$ cat src/ee_macros.svh
`ifndef EE_MACROS_SVH
`define EE_MACROS_SVH

// 24C16 style device type code, top nibble of every control byte
`define EE_DEV_CODE 4'b1010

// 2K bytes, upper three bits go in the control byte
`define EE_ADDR_W 11

// clk cycles per bus bit, half with scl low and half with scl high
`define EE_BIT_CYCLES 4

`endif

$ cat src/ee_pkg.sv
`include "ee_macros.svh"

package ee_pkg;

    typedef struct packed {
        logic                  is_read;
        logic [`EE_ADDR_W-1:0] addr;
        logic [7:0]            wdata;
    } ee_cmd_t;

    typedef struct packed {
        logic [3:0] dev;
        logic [2:0] page; // addr bits 10:8
        logic       rnw;
    } ee_ctrl_fields_t;

    // built by fields, shifted out as a byte
    typedef union packed {
        ee_ctrl_fields_t f;
        logic [7:0]      raw;
    } ee_ctrl_byte_u;

    typedef enum logic [2:0] {
        op_start,   // start and repeated start
        op_stop,
        op_tx,      // master nack is op_tx with a 1
        op_rx_data,
        op_rx_ack
    } ee_op_kind_e;

    typedef struct packed {
        ee_op_kind_e kind;
        logic        bit_val;
    } ee_bit_op_t;

    typedef struct packed {
        ee_op_kind_e kind;
        logic        rx_bit;
    } ee_bit_res_t;

endpackage

$ cat src/ee_cmd_latch.sv
`include "ee_macros.svh"

module ee_cmd_latch (
    input  logic                  CLK,
    input  logic                  RESET,
    input  logic                  wr,
    input  logic                  rd,
    input  logic [`EE_ADDR_W-1:0] addr,
    input  logic [7:0]            wdata,
    input  logic                  frame_end,
    output ee_pkg::ee_cmd_t       cmd,
    output logic                  cmd_valid,
    output logic                  busy
);

    logic accept;

    assign accept = ~cmd_valid & (wr | rd); // strobes while busy are dropped
    assign busy   = cmd_valid;

    always_ff @(posedge CLK)
    begin
        if (RESET)
            cmd_valid <= 1'b0;
        else if (frame_end)
            cmd_valid <= 1'b0;
        else if (accept)
            cmd_valid <= 1'b1;
    end

    // held for the whole frame, outside may move on
    always_ff @(posedge CLK)
    begin
        if (accept)
        begin
            cmd.is_read <= ~wr; // wr wins over rd
            cmd.addr    <= addr;
            cmd.wdata   <= wdata;
        end
    end

endmodule

$ cat src/ee_frame_seq.sv
`include "ee_macros.svh"

module ee_frame_seq (
    input  logic               CLK,
    input  logic               RESET,
    input  ee_pkg::ee_cmd_t    cmd,
    input  logic               cmd_valid,
    input  logic               op_done,
    output ee_pkg::ee_bit_op_t op,
    output logic               op_go,
    output logic               frame_end
);

    import ee_pkg::*;

    typedef enum logic [3:0] {
        st_idle,
        st_start,
        st_ctrl_w,
        st_addr,
        st_data_w,
        st_rstart,
        st_ctrl_r,
        st_data_r,
        st_stop
    } state_e;

    state_e        state;
    state_e        nstate;
    logic [3:0]    cnt;    // bit within a byte phase, 8 is the ack slot
    logic [3:0]    ncnt;
    logic          advance;
    ee_ctrl_byte_u ctrl;
    logic [7:0]    byte_sel;
    logic [7:0]    tx_src;
    logic [7:0]    sh;
    ee_bit_op_t    nop;

    always_comb
    begin
        // frame_end still high blocks a restart on the old cmd_valid
        advance = (state == st_idle) ? (cmd_valid & ~frame_end) : op_done;
        nstate  = state;
        ncnt    = '0;
        case (state)
            st_idle:   nstate = st_start;
            st_start:  nstate = st_ctrl_w;
            st_rstart: nstate = st_ctrl_r;
            st_stop:   nstate = st_idle;
            default:
            begin
                if (cnt != 4'd8)
                    ncnt = cnt + 4'd1;
                else
                begin
                    case (state)
                        st_ctrl_w: nstate = st_addr;
                        st_addr:   nstate = cmd.is_read ? st_rstart : st_data_w;
                        st_ctrl_r: nstate = st_data_r;
                        default:   nstate = st_stop;
                    endcase
                end
            end
        endcase

        ctrl.f.dev  = `EE_DEV_CODE;
        ctrl.f.page = cmd.addr[`EE_ADDR_W-1:8];
        ctrl.f.rnw  = (nstate == st_ctrl_r);

        case (nstate)
            st_ctrl_w, st_ctrl_r: byte_sel = ctrl.raw;
            st_addr:              byte_sel = cmd.addr[7:0];
            default:              byte_sel = cmd.wdata;
        endcase
        tx_src = (ncnt == 4'd0) ? byte_sel : sh; // load at first bit of a byte

        nop.kind    = op_tx;
        nop.bit_val = 1'b0;
        case (nstate)
            st_start, st_rstart: nop.kind = op_start;
            st_stop:             nop.kind = op_stop;
            st_data_r:
            begin
                if (ncnt == 4'd8)
                    nop.bit_val = 1'b1; // master nack ends the read
                else
                    nop.kind = op_rx_data;
            end
            default:
            begin
                if (ncnt == 4'd8)
                    nop.kind = op_rx_ack;
                else
                    nop.bit_val = tx_src[7];
            end
        endcase
    end

    always_ff @(posedge CLK)
    begin
        if (RESET)
        begin
            state     <= st_idle;
            cnt       <= '0;
            op_go     <= 1'b0;
            frame_end <= 1'b0;
        end
        else
        begin
            op_go     <= 1'b0;
            frame_end <= 1'b0;
            if (advance)
            begin
                state     <= nstate;
                cnt       <= ncnt;
                op_go     <= (nstate != st_idle);
                frame_end <= (nstate == st_idle); // stop op just finished
            end
        end
    end

    always_ff @(posedge CLK)
    begin
        if (advance)
        begin
            op <= nop;
            sh <= {tx_src[6:0], 1'b0};
        end
    end

endmodule

$ cat src/ee_bit_engine.sv
`include "ee_macros.svh"

module ee_bit_engine (
    input  logic                CLK,
    input  logic                RESET,
    input  ee_pkg::ee_bit_op_t  op,
    input  logic                op_go,
    input  logic                sda_in,
    output logic                scl,
    output logic                sda_low,
    output logic                op_done,
    output ee_pkg::ee_bit_res_t res
);

    import ee_pkg::*;

    localparam int PH_W    = $clog2(`EE_BIT_CYCLES);
    localparam int PH_HI   = `EE_BIT_CYCLES / 2;  // first scl high phase
    localparam int PH_LAST = `EE_BIT_CYCLES - 1;

    logic            active;
    logic [PH_W-1:0] phase;
    ee_bit_op_t      cur;
    logic            scl_q;
    logic            sda_q;
    logic            run;
    logic [PH_W-1:0] ph;
    ee_op_kind_e     kind;
    logic            bit_val;
    logic            scl_n;
    logic            sda_n;

    // phase 0 runs in the op_go cycle itself
    always_comb
    begin
        run     = op_go | active;
        kind    = op_go ? op.kind : cur.kind;
        bit_val = op_go ? op.bit_val : cur.bit_val;
        ph      = op_go ? '0 : phase;
        scl_n   = scl_q; // hold between ops
        sda_n   = sda_q;
        if (run)
        begin
            case (kind)
                op_start:
                begin
                    if (ph == 0)
                    begin
                        scl_n = 1'b0;
                        sda_n = 1'b0;
                    end
                    else if (ph == 1)
                        scl_n = 1'b1;
                    else if (ph == PH_HI)
                        sda_n = 1'b1;  // sda falls with scl high
                    else if (ph == PH_LAST)
                        scl_n = 1'b0;
                end
                op_stop:
                begin
                    if (ph == 0)
                        scl_n = 1'b0;
                    else if (ph == 1)
                        sda_n = 1'b1;
                    else if (ph == PH_HI)
                        scl_n = 1'b1;
                    else if (ph == PH_LAST)
                        sda_n = 1'b0;  // sda rises with scl high
                end
                default:
                begin
                    if (ph == 0)
                        scl_n = 1'b0;
                    else if (ph == 1)
                        sda_n = (kind == op_tx) ? ~bit_val : 1'b0;
                    else if (ph == PH_HI)
                        scl_n = 1'b1;
                end
            endcase
        end
    end

    assign scl     = scl_n;
    assign sda_low = sda_n;

    always_ff @(posedge CLK)
    begin
        if (RESET)
        begin
            active  <= 1'b0;
            phase   <= '0;
            scl_q   <= 1'b1;   // idle bus
            sda_q   <= 1'b0;
            op_done <= 1'b0;
        end
        else
        begin
            scl_q   <= scl_n;
            sda_q   <= sda_n;
            op_done <= 1'b0;
            if (op_go)
            begin
                active <= 1'b1;
                phase  <= PH_W'(1);
            end
            else if (active)
            begin
                phase <= phase + 1'b1;
                if (phase == PH_LAST)
                begin
                    active  <= 1'b0;
                    op_done <= 1'b1;
                end
            end
        end
    end

    always_ff @(posedge CLK)
    begin
        if (op_go)
            cur <= op;
        if (run && ph == PH_LAST)
        begin
            res.kind   <= kind;
            res.rx_bit <= sda_in; // second scl high cycle
        end
    end

endmodule

$ cat src/ee_result.sv
module ee_result (
    input  logic                CLK,
    input  logic                RESET,
    input  logic                op_done,
    input  ee_pkg::ee_bit_res_t res,
    input  logic                frame_end,
    output logic [7:0]          rdata,
    output logic                nack,
    output logic                done
);

    import ee_pkg::*;

    logic [7:0] shift;
    logic       nack_seen;

    always_ff @(posedge CLK)
    begin
        if (op_done && res.kind == op_rx_data)
            shift <= {shift[6:0], res.rx_bit}; // msb first
        if (frame_end)
            rdata <= shift;
    end

    always_ff @(posedge CLK)
    begin
        if (RESET)
        begin
            nack_seen <= 1'b0;
            nack      <= 1'b0;
            done      <= 1'b0;
        end
        else
        begin
            done <= frame_end;
            if (frame_end)
            begin
                nack      <= nack_seen;
                nack_seen <= 1'b0; // fresh for next frame
            end
            else if (op_done && res.kind == op_rx_ack && res.rx_bit)
                nack_seen <= 1'b1;
        end
    end

endmodule

$ cat src/ee_ctrl_top.sv
`include "ee_macros.svh"

module ee_ctrl_top (
    input  logic                  CLK,
    input  logic                  RESET,
    input  logic                  wr,
    input  logic                  rd,
    input  logic [`EE_ADDR_W-1:0] addr,
    input  logic [7:0]            wdata,
    input  logic                  sda_in,
    output logic                  scl,
    output logic                  sda_low,
    output logic                  busy,
    output logic                  done,
    output logic [7:0]            rdata,
    output logic                  nack
);

    import ee_pkg::*;

    ee_cmd_t     cmd;
    logic        cmd_valid;
    ee_bit_op_t  op;
    logic        op_go;
    logic        op_done;
    ee_bit_res_t res;
    logic        frame_end;

    ee_cmd_latch u_cmd_latch (
        .CLK       (CLK),
        .RESET     (RESET),
        .wr        (wr),
        .rd        (rd),
        .addr      (addr),
        .wdata     (wdata),
        .frame_end (frame_end),
        .cmd       (cmd),
        .cmd_valid (cmd_valid),
        .busy      (busy)
    );

    ee_frame_seq u_frame_seq (
        .CLK       (CLK),
        .RESET     (RESET),
        .cmd       (cmd),
        .cmd_valid (cmd_valid),
        .op_done   (op_done),
        .op        (op),
        .op_go     (op_go),
        .frame_end (frame_end)
    );

    ee_bit_engine u_bit_engine (
        .CLK     (CLK),
        .RESET   (RESET),
        .op      (op),
        .op_go   (op_go),
        .sda_in  (sda_in),
        .scl     (scl),
        .sda_low (sda_low),
        .op_done (op_done),
        .res     (res)
    );

    ee_result u_result (
        .CLK       (CLK),
        .RESET     (RESET),
        .op_done   (op_done),
        .res       (res),
        .frame_end (frame_end),
        .rdata     (rdata),
        .nack      (nack),
        .done      (done)
    );

endmodule

$ cat config.mk
export PLATFORM = sky130hd
export DESIGN_NAME = ee_ctrl_top
export DESIGN_NICKNAME = d
export VERILOG_FILES = /design/src/ee_pkg.sv /design/src/ee_cmd_latch.sv /design/src/ee_frame_seq.sv /design/src/ee_bit_engine.sv /design/src/ee_result.sv /design/src/ee_ctrl_top.sv
export VERILOG_INCLUDE_DIRS = /design/src
export SDC_FILE = /design/constraint.sdc
export NUM_CORES = 1
export LEC_CHECK = 0
export ABC_AREA = 1
export BUFFER_PORTS_ARGS = -buffer_cell sky130_fd_sc_hd__buf_4
export CAP_MARGIN = 40
export CORE_MARGIN = 2
export CORE_UTILIZATION = 55
export CTS_CLUSTER_DIAMETER = 60
export DETAILED_ROUTE_END_ITERATION = 7
export GPL_TIMING_DRIVEN = 0
export PLACE_DENSITY_LB_ADDON = 0.12
export SLEW_MARGIN = 20
export SYNTH_ARGS = -nofsm -noshare
export SYNTH_HDL_FRONTEND = slang
export SYNTH_HIERARCHICAL = 1
export SYNTH_SLANG_ARGS = --single-unit
$ cat constraint.sdc
create_clock -name CLK -period 5.5 [get_ports CLK]
set_input_delay 0.275 -clock CLK [delete_from_list [all_inputs] [get_ports CLK]]
set_output_delay 0.275 -clock CLK [all_outputs]
set_load 0.05 [all_outputs]
Yosys cells after proc, flatten, opt, wreduce, memory -nomap -nowiden
Index checks and enable logic that the tools add are counted.
W data, S select, Z words.
- flip-flop bits (word level): 75
- input bits: 24
- output and inout port bits: 13
- word-level logic and storage cells: 126
- $add $sub $neg: 2
- equality and inequality tests: 23
- multiplexer cells: 45
- bitwise gates (word level): 10
- reduce and logical (&&, ||, !) cells: 19
- operator list (operator ; number):
    $mux W1 ; 32
    $eq A4 B3 Y1 const B ; 5
    $eq A4 B2 Y1 const B ; 4
    $pmux W4 S4 ; 1
    $pmux W8 S2 ; 1
    $eq A4 B4 Y1 const B ; 3
    $logic_not A4 Y1 ; 3
    $mux W4 ; 3
    $pmux W4 S3 ; 1
    $reduce_or A2 Y1 ; 5
    $pmux W3 S3 ; 1
    $eq A4 B1 Y1 const B ; 2
    $mux W8 ; 1
    $eq A2 B2 Y1 const B ; 3
    $eq A3 B2 Y1 const B ; 2
    $mux W3 ; 2
    $not A1 Y1 ; 6
    $reduce_or A3 Y1 ; 2
    $add A4 B1 Y4 const B ; 1
    $logic_and A1 B1 Y1 ; 4
    $ne A4 B4 Y1 const B ; 1
    $pmux W1 S2 ; 2
    $reduce_bool A4 Y1 ; 1
    $reduce_or A4 Y1 ; 1
    10 further kinds ; 12

Longest topological paths before layout
Gate-level depths: netlist of run 1.
- depth after elaboration: 10
- mapped depth: 15
- gate-level depth less buffers: 15

Hierarchy
Netlist of run 1, hierarchy kept.
- by module, submodules not included (module ; instances ; cells each ; area each (um^2) ; sequential area each (um^2)):
    ee_frame_seq ; 1 ; 175 ; 1330.0 ; 530.5
    ee_bit_engine ; 1 ; 87 ; 710.7 ; 360.3
    ee_cmd_latch ; 1 ; 30 ; 665.6 ; 620.6
    ee_result ; 1 ; 36 ; 620.6 ; 540.5

Least setup slack after synthesis of run 1
OpenSTA, ideal clock, no wires.
- path kind: register to register
- from: reg u_cmd_latch.cmd_valid (netlist: u_cmd_latch/busy)
- to: reg, netlist name u_cmd_latch/cmd[0]
- library setup time: 0.397 ns
- arrival: 1.432 ns
- required time: 5.103 ns
- setup slack: 3.671 ns
- cell stages (with the launch flop): 2
- buffers on the path: 0
- period minus slack after synthesis: 1.829 ns
- cell sequence: dfxtp_1 nor2_1
- cells in the longest elaborated chain, start to end: 2
- ends and longest elaborated chain (element ; line ; text):
    start: declaration ; ee_cmd_latch.sv:12 ; output logic cmd_valid,
    start signal: assignment ; ee_cmd_latch.sv:24 ; cmd_valid <= 1'b0;
    start signal: assignment ; ee_cmd_latch.sv:26 ; cmd_valid <= 1'b0;
    start signal: assignment ; ee_cmd_latch.sv:28 ; cmd_valid <= 1'b1;
    $not A1 Y1 ; ee_cmd_latch.sv:18 ; assign accept = ~cmd_valid & (wr | rd);
    $and A1 B1 Y1 ; ee_cmd_latch.sv:18 ;
    named net u_cmd_latch.accept ; ee_cmd_latch.sv:16 ; logic accept;
The timed path passes the listed nets, and every way through them passes these cells.
A chain may end at the register's enable or synchronous reset.

Worst setup path in the final report of run 1
- from: reg u_frame_seq.op_go
- to: out sda_low
- cells in the longest elaborated chain, start to end: 8
- elaborated cells between the ends (all ways): 24
- those cells by class: eq/ne (5); mux (15); bitwise (2); reduce/logical (2)
- ends and longest elaborated chain (element ; line ; text):
    start: declaration ; ee_frame_seq.sv:10 ; output logic op_go,
    start signal: assignment ; ee_frame_seq.sv:116 ; op_go <= (nstate != st_idle);
    $mux W2 ; ee_bit_engine.sv:39 ; ph = op_go ? '0 : phase;
    $eq A2 B2 Y1 ; ee_bit_engine.sv:67 ; else if (ph == PH_LAST)
    $mux W1 ; ee_bit_engine.sv:67 ;
    $mux W1 ; ee_bit_engine.sv:65 ; else if (ph == PH_HI)
    $mux W1 ; ee_bit_engine.sv:63 ; else if (ph == 1)
    $mux W1 ; ee_bit_engine.sv:61 ; if (ph == 0)
    $pmux W1 S2 ; ee_bit_engine.sv:44 ; case (kind)
    $mux W1 (*) ; ee_bit_engine.sv:42 ; if (run)
    end: declaration ; ee_ctrl_top.sv:12 ; output logic sda_low,
Every way passes the cells marked *; elsewhere a longest branch is shown, timed or not.

==> metrics.cfg, run 1 <==
[sta]
whs_ns=0.103
grt_setup_unrepaired=no
fin_skew_ns=0.00706
fin_crit_ns=2.20
finalSetupViolations=0
period_share=0.399
hold_viol_final=0
timing.setup.tns_ns=0
tightest_slew_ns=0.701
relSlewSlack=0.529
max_freq_mhz=456
slew_viol_final=0

[cts]
cts_tree=built
cts-buffers-inserted=9
root_buffer=clkbuf_8
clkTransAtPathRegs_ns=0.08
cts_sinks=75
cts_resized=0
clockBufferDepth=2
clk_latency_ns=0.34
post_cts_buffers=0
cts_hold_buf=0
cts_max_level=3

[worst_setup_path]
worstSetupPathType=flop to primary output
crit_path_start_kind=flop
crit_fanout=10
max_stage_delay_ns=0.55
cp.arrival_ns=1.92
slowest_stage=dfxtp_1
critical_path.top_delay_family=flip-flops
critPathCaptureType=primary output
crit_top_cell=nand2_1
cp.required_ns=5.22
path_cells=inv_2 > buf_6 > nand2_1 > nand2_1 > nand3_2 > nand2_1 > a21oi_1 > nand2_1 > nand2_2 > inv_1 > buf_4
cp_num_buf_inv=4

[outcome]
status=completed

[drt]
route.vias.total=2325
drc=0
drt_first_iter_violations=110
dr.max_layer_used=met4
drt-wirelength-per-cell_um=12.5
ant_nets=0
dr.pass1.iters=4
routed_wl_um=5700
routed_via_density=5.09
wl_met2_um=2710
route.met3.wl_um=278
wl_met1_um=2640

[grt]
grt_pass1_wl_um=9270
grt-ovfl-total=0
grt_usage=0.188
antenna_found_initial=0
grt_max_degree=21
first_global_vias=2141

[power_and_ir_drop]
swShare=0.333
ir_worst_vdd_mv=0.299
clkPwrFrac=0.268
p_seq_frac=0.440
switchingPower_w=0.000560
p_leak_nw=1.64
powerDensity_nw_per_um2=429
power.internal_w=0.00112
power_w=0.00168
p_comb_frac=0.293

[synthesis]
post_synth.cell_area_avg_um2=10.1
synth_top_area_cell=edfxtp_1
yosysWarningCount=6
syn_inst=328
synth_top_cell_area_share=0.496
synth_cell_types=33
netlist_top_cells_area=edfxtp_1, dfxtp_1, nand2_1
synth_area_um2=3330
ys_seq_area_frac=0.617
ys_seq_elements=75
syn_nets=355

[floorplanning]
start_util=0.565
rows=28
die_y_um=81.8
io_pins=37
die_width_um=81.8
die_area_um2=6690
coreArea_um2=5890

[finish]
fin_nets=404
area_growth_pct=17.8
drive_gt1_frac=0.243
n_fill_cell=470
final_cells=457
n_antenna_cell=0

[placement]
gp_congestion=0.881
hpwl_um=3960
post-place-cells=441
portBuffers=36

[run]
drv_cap=0

[worst_hold_path]
hp-class=primary input to flop

==> registers in the layout, indices dropped and copies added (netlist names), 2 cells and up <==
| signal | count |
|---|---|
| u_bit_engine/cur | 4 |
| u_bit_engine/phase | 2 |
| u_bit_engine/res | 4 |
| u_cmd_latch/cmd | 20 |
| u_frame_seq/cnt | 4 |
| u_frame_seq/op | 4 |
| u_frame_seq/sh | 7 |
| u_frame_seq/state | 4 |
| u_result/rdata | 8 |
| u_result/shift | 8 |
==> synth_stat cells <==
cell / n
xor2_1: 1
nor2_2: 10
a21oi_2: 2
a21oi_1: 11
nand3_1: 32
nor3_4: 1
o21ai_0: 12
o211ai_1: 2
buf_6: 2
nor2_1: 30
a21boi_1: 1
nand3b_4: 1
nand4_1: 2
nand2_1: 63
buf_4: 1
xnor2_1: 1
nand3_2: 5
nor3_1: 2
nand2_4: 2
inv_1: 43
edfxtp_1: 55
o32ai_1: 1
o21ai_1: 2
buf_2: 1
nor2_4: 2
nand4_2: 1
inv_2: 4
ha_1: 3
dfxtp_1: 20
nand3b_1: 1
nand2_2: 8
a31oi_1: 5
a211oi_1: 1
==> power groups by stage <==
stage	sequential [W]	clock [W]	combinational, W
finish	0.000740	0.000450	0.000492
global route	0.000749	0.000484	0.000554
CTS	0.000740	0.000459	0.000491
detailed placement	0.000752	0	0.000487
global placement	0.000749	0	0.000474
floorplan	0.000742	0	0.000380
==> cell families after synthesis <==
family,after synthesis,synth area share
AND/OR/NAND/NOR,160,0.239
flip-flops,75,0.617
adder cells (fa/ha/maj),3,0.0113
XOR/XNOR,2,0.00527
AO/OA/AOI/OAI,37,0.0639
buffers and inverters,51,0.0636
==> through the flow <==
stage,instance area (µm²),utilization,worst slack (ns)
finish,3920,0.666,3.30
global placement,3690,0.627,3.45
CTS,3920,0.666,3.28
detailed placement,3710,0.630,3.47
floorplan,3330,-,3.67
global route,3920,0.666,3.13
==> area by class of cell <==
| cell class | instances | area (µm²) | area share |
|---|---|---|---|
| inverters | 47 | 176 | 0.0450 |
| plain buffers | 4 | 35.0 | 0.00894 |
| multi-input cells | 202 | 1070 | 0.272 |
| clock inverters | 5 | 77.6 | 0.0198 |
| clock buffers | 11 | 131 | 0.0335 |
| flip-flops and latches | 75 | 2050 | 0.524 |
| repair buffers | 38 | 287 | 0.0731 |
| well taps | 75 | 93.8 | 0.0239 |
==> path summary, 6_finish.rpt <==
path                            slack, ns             endpoint  cells after the start                from
worst max-delay path                 3.30              sda_low                     11   u_frame_seq/op_go
worst min-delay path                 0.10  u_cmd_latch/cmd[12]                      1             addr[4]
worst max register to register       3.44    u_frame_seq/op[0]                     15  u_frame_seq/cnt[0]
worst min register to register       0.43    u_result/rdata[7]                      0   u_result/shift[7]
==> layout by cell type, fill, tap and decap left out, types with 3 or more instances in the layout <==
cell,netlist,final
a31oi_1,5,5
edfxtp_1,55,55
o21ai_0,12,12
inv_1,43,43
nand3_1,32,32
nand2_1,63,63
buf_6,2,3
a21oi_1,11,11
dfxtp_1,20,20
nor2_2,10,11
clkbuf_8,0,9
buf_4,1,37
nand2_2,8,8
nand3_2,5,5
nor2_1,30,29
ha_1,3,3
inv_2,4,4
==> metal layers <==
layer  track usage  vias to the layer above
li1              -                     1197
met1         0.238                     1071
met3        0.0549                        6
met2         0.303                       51
met5             0                        -
met4        0.0783                        0
Note: power is estimated with default switching activity, not from simulation.
==> run 2: changes to the inputs <==
- clock period: 5.5 -> 2.3 ns (I/O delays scaled with it)
==> metrics.cfg, run 2 (synthesis gave the netlist of run 1 again) <==
[floorplanning]
die_y_um=81.8  ; unchanged
rows=28  ; unchanged
coreArea_um2=5890  ; unchanged
die_width_um=81.8  ; unchanged
start_util=0.565  ; unchanged
io_pins=37  ; unchanged
die_area_um2=6690  ; unchanged

[finish]
multi_input_area_um2=1070  ; unchanged
final_common_cell=nand2_1  ; unchanged
fin_nets=424  ; was 404
n_antenna_cell=0  ; unchanged
drive_gt1_frac=0.231  ; was 0.243
max_flop_register=u_cmd_latch/cmd  ; unchanged
seq_area_um2=2050  ; unchanged
final_cell_mix=nand2_1, edfxtp_1, inv_1, buf_4, nand3_1  ; unchanged
largest_register_ffs=20  ; unchanged
reg_top3=u_cmd_latch/cmd: 20 flops, u_result/rdata: 8 flops, u_result/shift: 8 flops  ; unchanged
area_growth_pct=23.8  ; was 17.8%
n_fill_cell=446  ; was 470

[power_and_ir_drop]
ir_worst_vdd_mv=0.738  ; was 0.299 mV
power_w=0.00405  ; was 0.00168 W
powerDensity_nw_per_um2=984  ; was 429 nW/µm²
p_leak_nw=1.72  ; was 1.64 nW

[grt]
antenna_found_initial=0  ; unchanged
grt_pass1_wl_um=9740  ; was 9270 µm
first_global_vias=2230  ; was 2141
grt_max_degree=21  ; unchanged
grt-ovfl-total=0  ; unchanged
grt_usage=0.198  ; was 0.188

[drt]
dr.pass1.iters=5  ; was 4
drt_first_iter_violations=101  ; was 110
drt-wirelength-per-cell_um=12.7  ; was 12.5 µm
route.vias.total=2442  ; was 2325
routed_via_density=5.12  ; was 5.09
routed_wl_um=6050  ; was 5700 µm
ant_nets=0  ; unchanged
drc=0  ; unchanged

[sta]
tightest_slew_ns=0.709  ; was 0.701 ns
hold_viol_final=0  ; unchanged
slew_viol_final=0  ; unchanged
max_freq_mhz=484
fin_crit_ns=2.07
whs_ns=0.0291  ; was 0.103 ns
fin_skew_ns=0.00400  ; was 0.00706 ns
relSlewSlack=0.524  ; was 0.529
period_share=0.899
finalSetupViolations=0  ; unchanged
timing.setup.tns_ns=0  ; unchanged
grt_setup_unrepaired=no  ; unchanged

[cts]
clockBufferDepth=2  ; unchanged
cts_sinks=75  ; unchanged
cts-buffers-inserted=9  ; unchanged
clkTransAtPathRegs_ns=0.08  ; about the same
clk_latency_ns=0.34  ; about the same
root_buffer=clkbuf_8  ; unchanged
cts_tree=built  ; unchanged
cts_max_level=3  ; unchanged
cts_resized=0  ; unchanged

[worst_setup_path]
crit_top_cell=nand2_1  ; unchanged
max_stage_delay_ns=0.34  ; was 0.55 ns
cp.depth=15  ; was 11
cp.arrival_ns=2.17  ; was 1.92 ns
cp_num_buf_inv=2  ; was 4
crit_path_start_kind=flop  ; unchanged
cp.required_ns=2.40  ; was 5.22 ns
critPathCaptureType=flop  ; was primary output
path_cells=inv_1 > ha_1 > nand2_1 > nor2_4 > nand3_1 > nand2_1 > nand2_2 > inv_1 > nand2_1 > nor2_4 > nand2_1 > nand3_1 > nand2_1 > nand2_1 > nand2_1  ; was inv_2 > buf_6 > nand2_1 > nand2_1 > nand3_2 > nand2_1 > a21oi_1 > nand2_1 > nand2_2 > inv_1 > buf_4
critical_path.top_delay_family=simple AND/OR/NAND/NOR gates  ; was flip-flops
slowest_stage=dfxtp_1  ; unchanged
worst_r2r_path_depth=15  ; unchanged
crit_fanout=7  ; was 10
worstSetupPathType=flop to flop  ; was flop to primary output

[placement]
gp_congestion=0.881  ; unchanged
portBuffers=36  ; unchanged
hpwl_um=3960  ; unchanged

[worst_hold_path]
whs_path_depth=2  ; was 1
hp-class=primary input to flop  ; unchanged

[outcome]
status=completed  ; unchanged

[run]
drv_cap=0  ; unchanged

-- run 2: cell count changes in the layout (fill, tap and decap cells not counted), sizes merged --
cell	previous run	this run
dlygate4sd3	0	20
-- run 2: where the power goes --
part / switching (W) / internal, W / leakage [nW] / total [W]
Clock: 0.000468 / 0.000608 / 0.103 / 0.00108
Sequential: 0.000103 / 0.00167 / 0.678 / 0.00177
Combinational: 0.000779 / 0.000430 / 0.938 / 0.00121
-- run 2: worst paths after layout --
kind                                          from  slack, ns                   to
worst max-delay path            u_frame_seq/cnt[0]       0.23    u_frame_seq/op[0]
worst min-delay path                            wr       0.03  u_cmd_latch/cmd[19]
worst max register to register  u_frame_seq/cnt[0]       0.23    u_frame_seq/op[0]
worst min register to register   u_result/shift[7]       0.43    u_result/rdata[7]
-- run 2: through the flow --
step / instances / setup WS (ns) / cell area [µm²] / utilization
floorplan: 328 / 0.471 / 3330 / -
global placement: 439 / 0.247 / 3690 / 0.627
detailed placement: 441 / 0.265 / 3710 / 0.630
CTS: 477 / 0.235 / 4120 / 0.700
global route: 477 / 0.00728 / 4120 / 0.700
finish: 477 / 0.232 / 4120 / 0.700
-- run 2: metal layers --
layer  vias to the layer above  share of wire  GRT usage
met3                         4          0.051     0.0549
met4                         0         0.0091     0.0783
li1                       1238              -          -
met2                        61           0.49      0.320
met5                         -              0          0
met1                      1139           0.45      0.253
-- run 2: layout make-up --
cell class                      count  share of cell area
Buffer                              4             0.00851
Clock buffer                       11              0.0319
Clock inverter                      5              0.0188
Inverter                           47              0.0428
Multi-Input combinational cell    202               0.259
Sequential cell                    75               0.498
Tap cell                           75              0.0228
Timing Repair Buffer               58               0.118
-- run 2: timing repair --
item | CTS | global route
setup buffers | 0 | 0
hold buffers | 20 | 0
hold endpoints to repair | 20 | 0
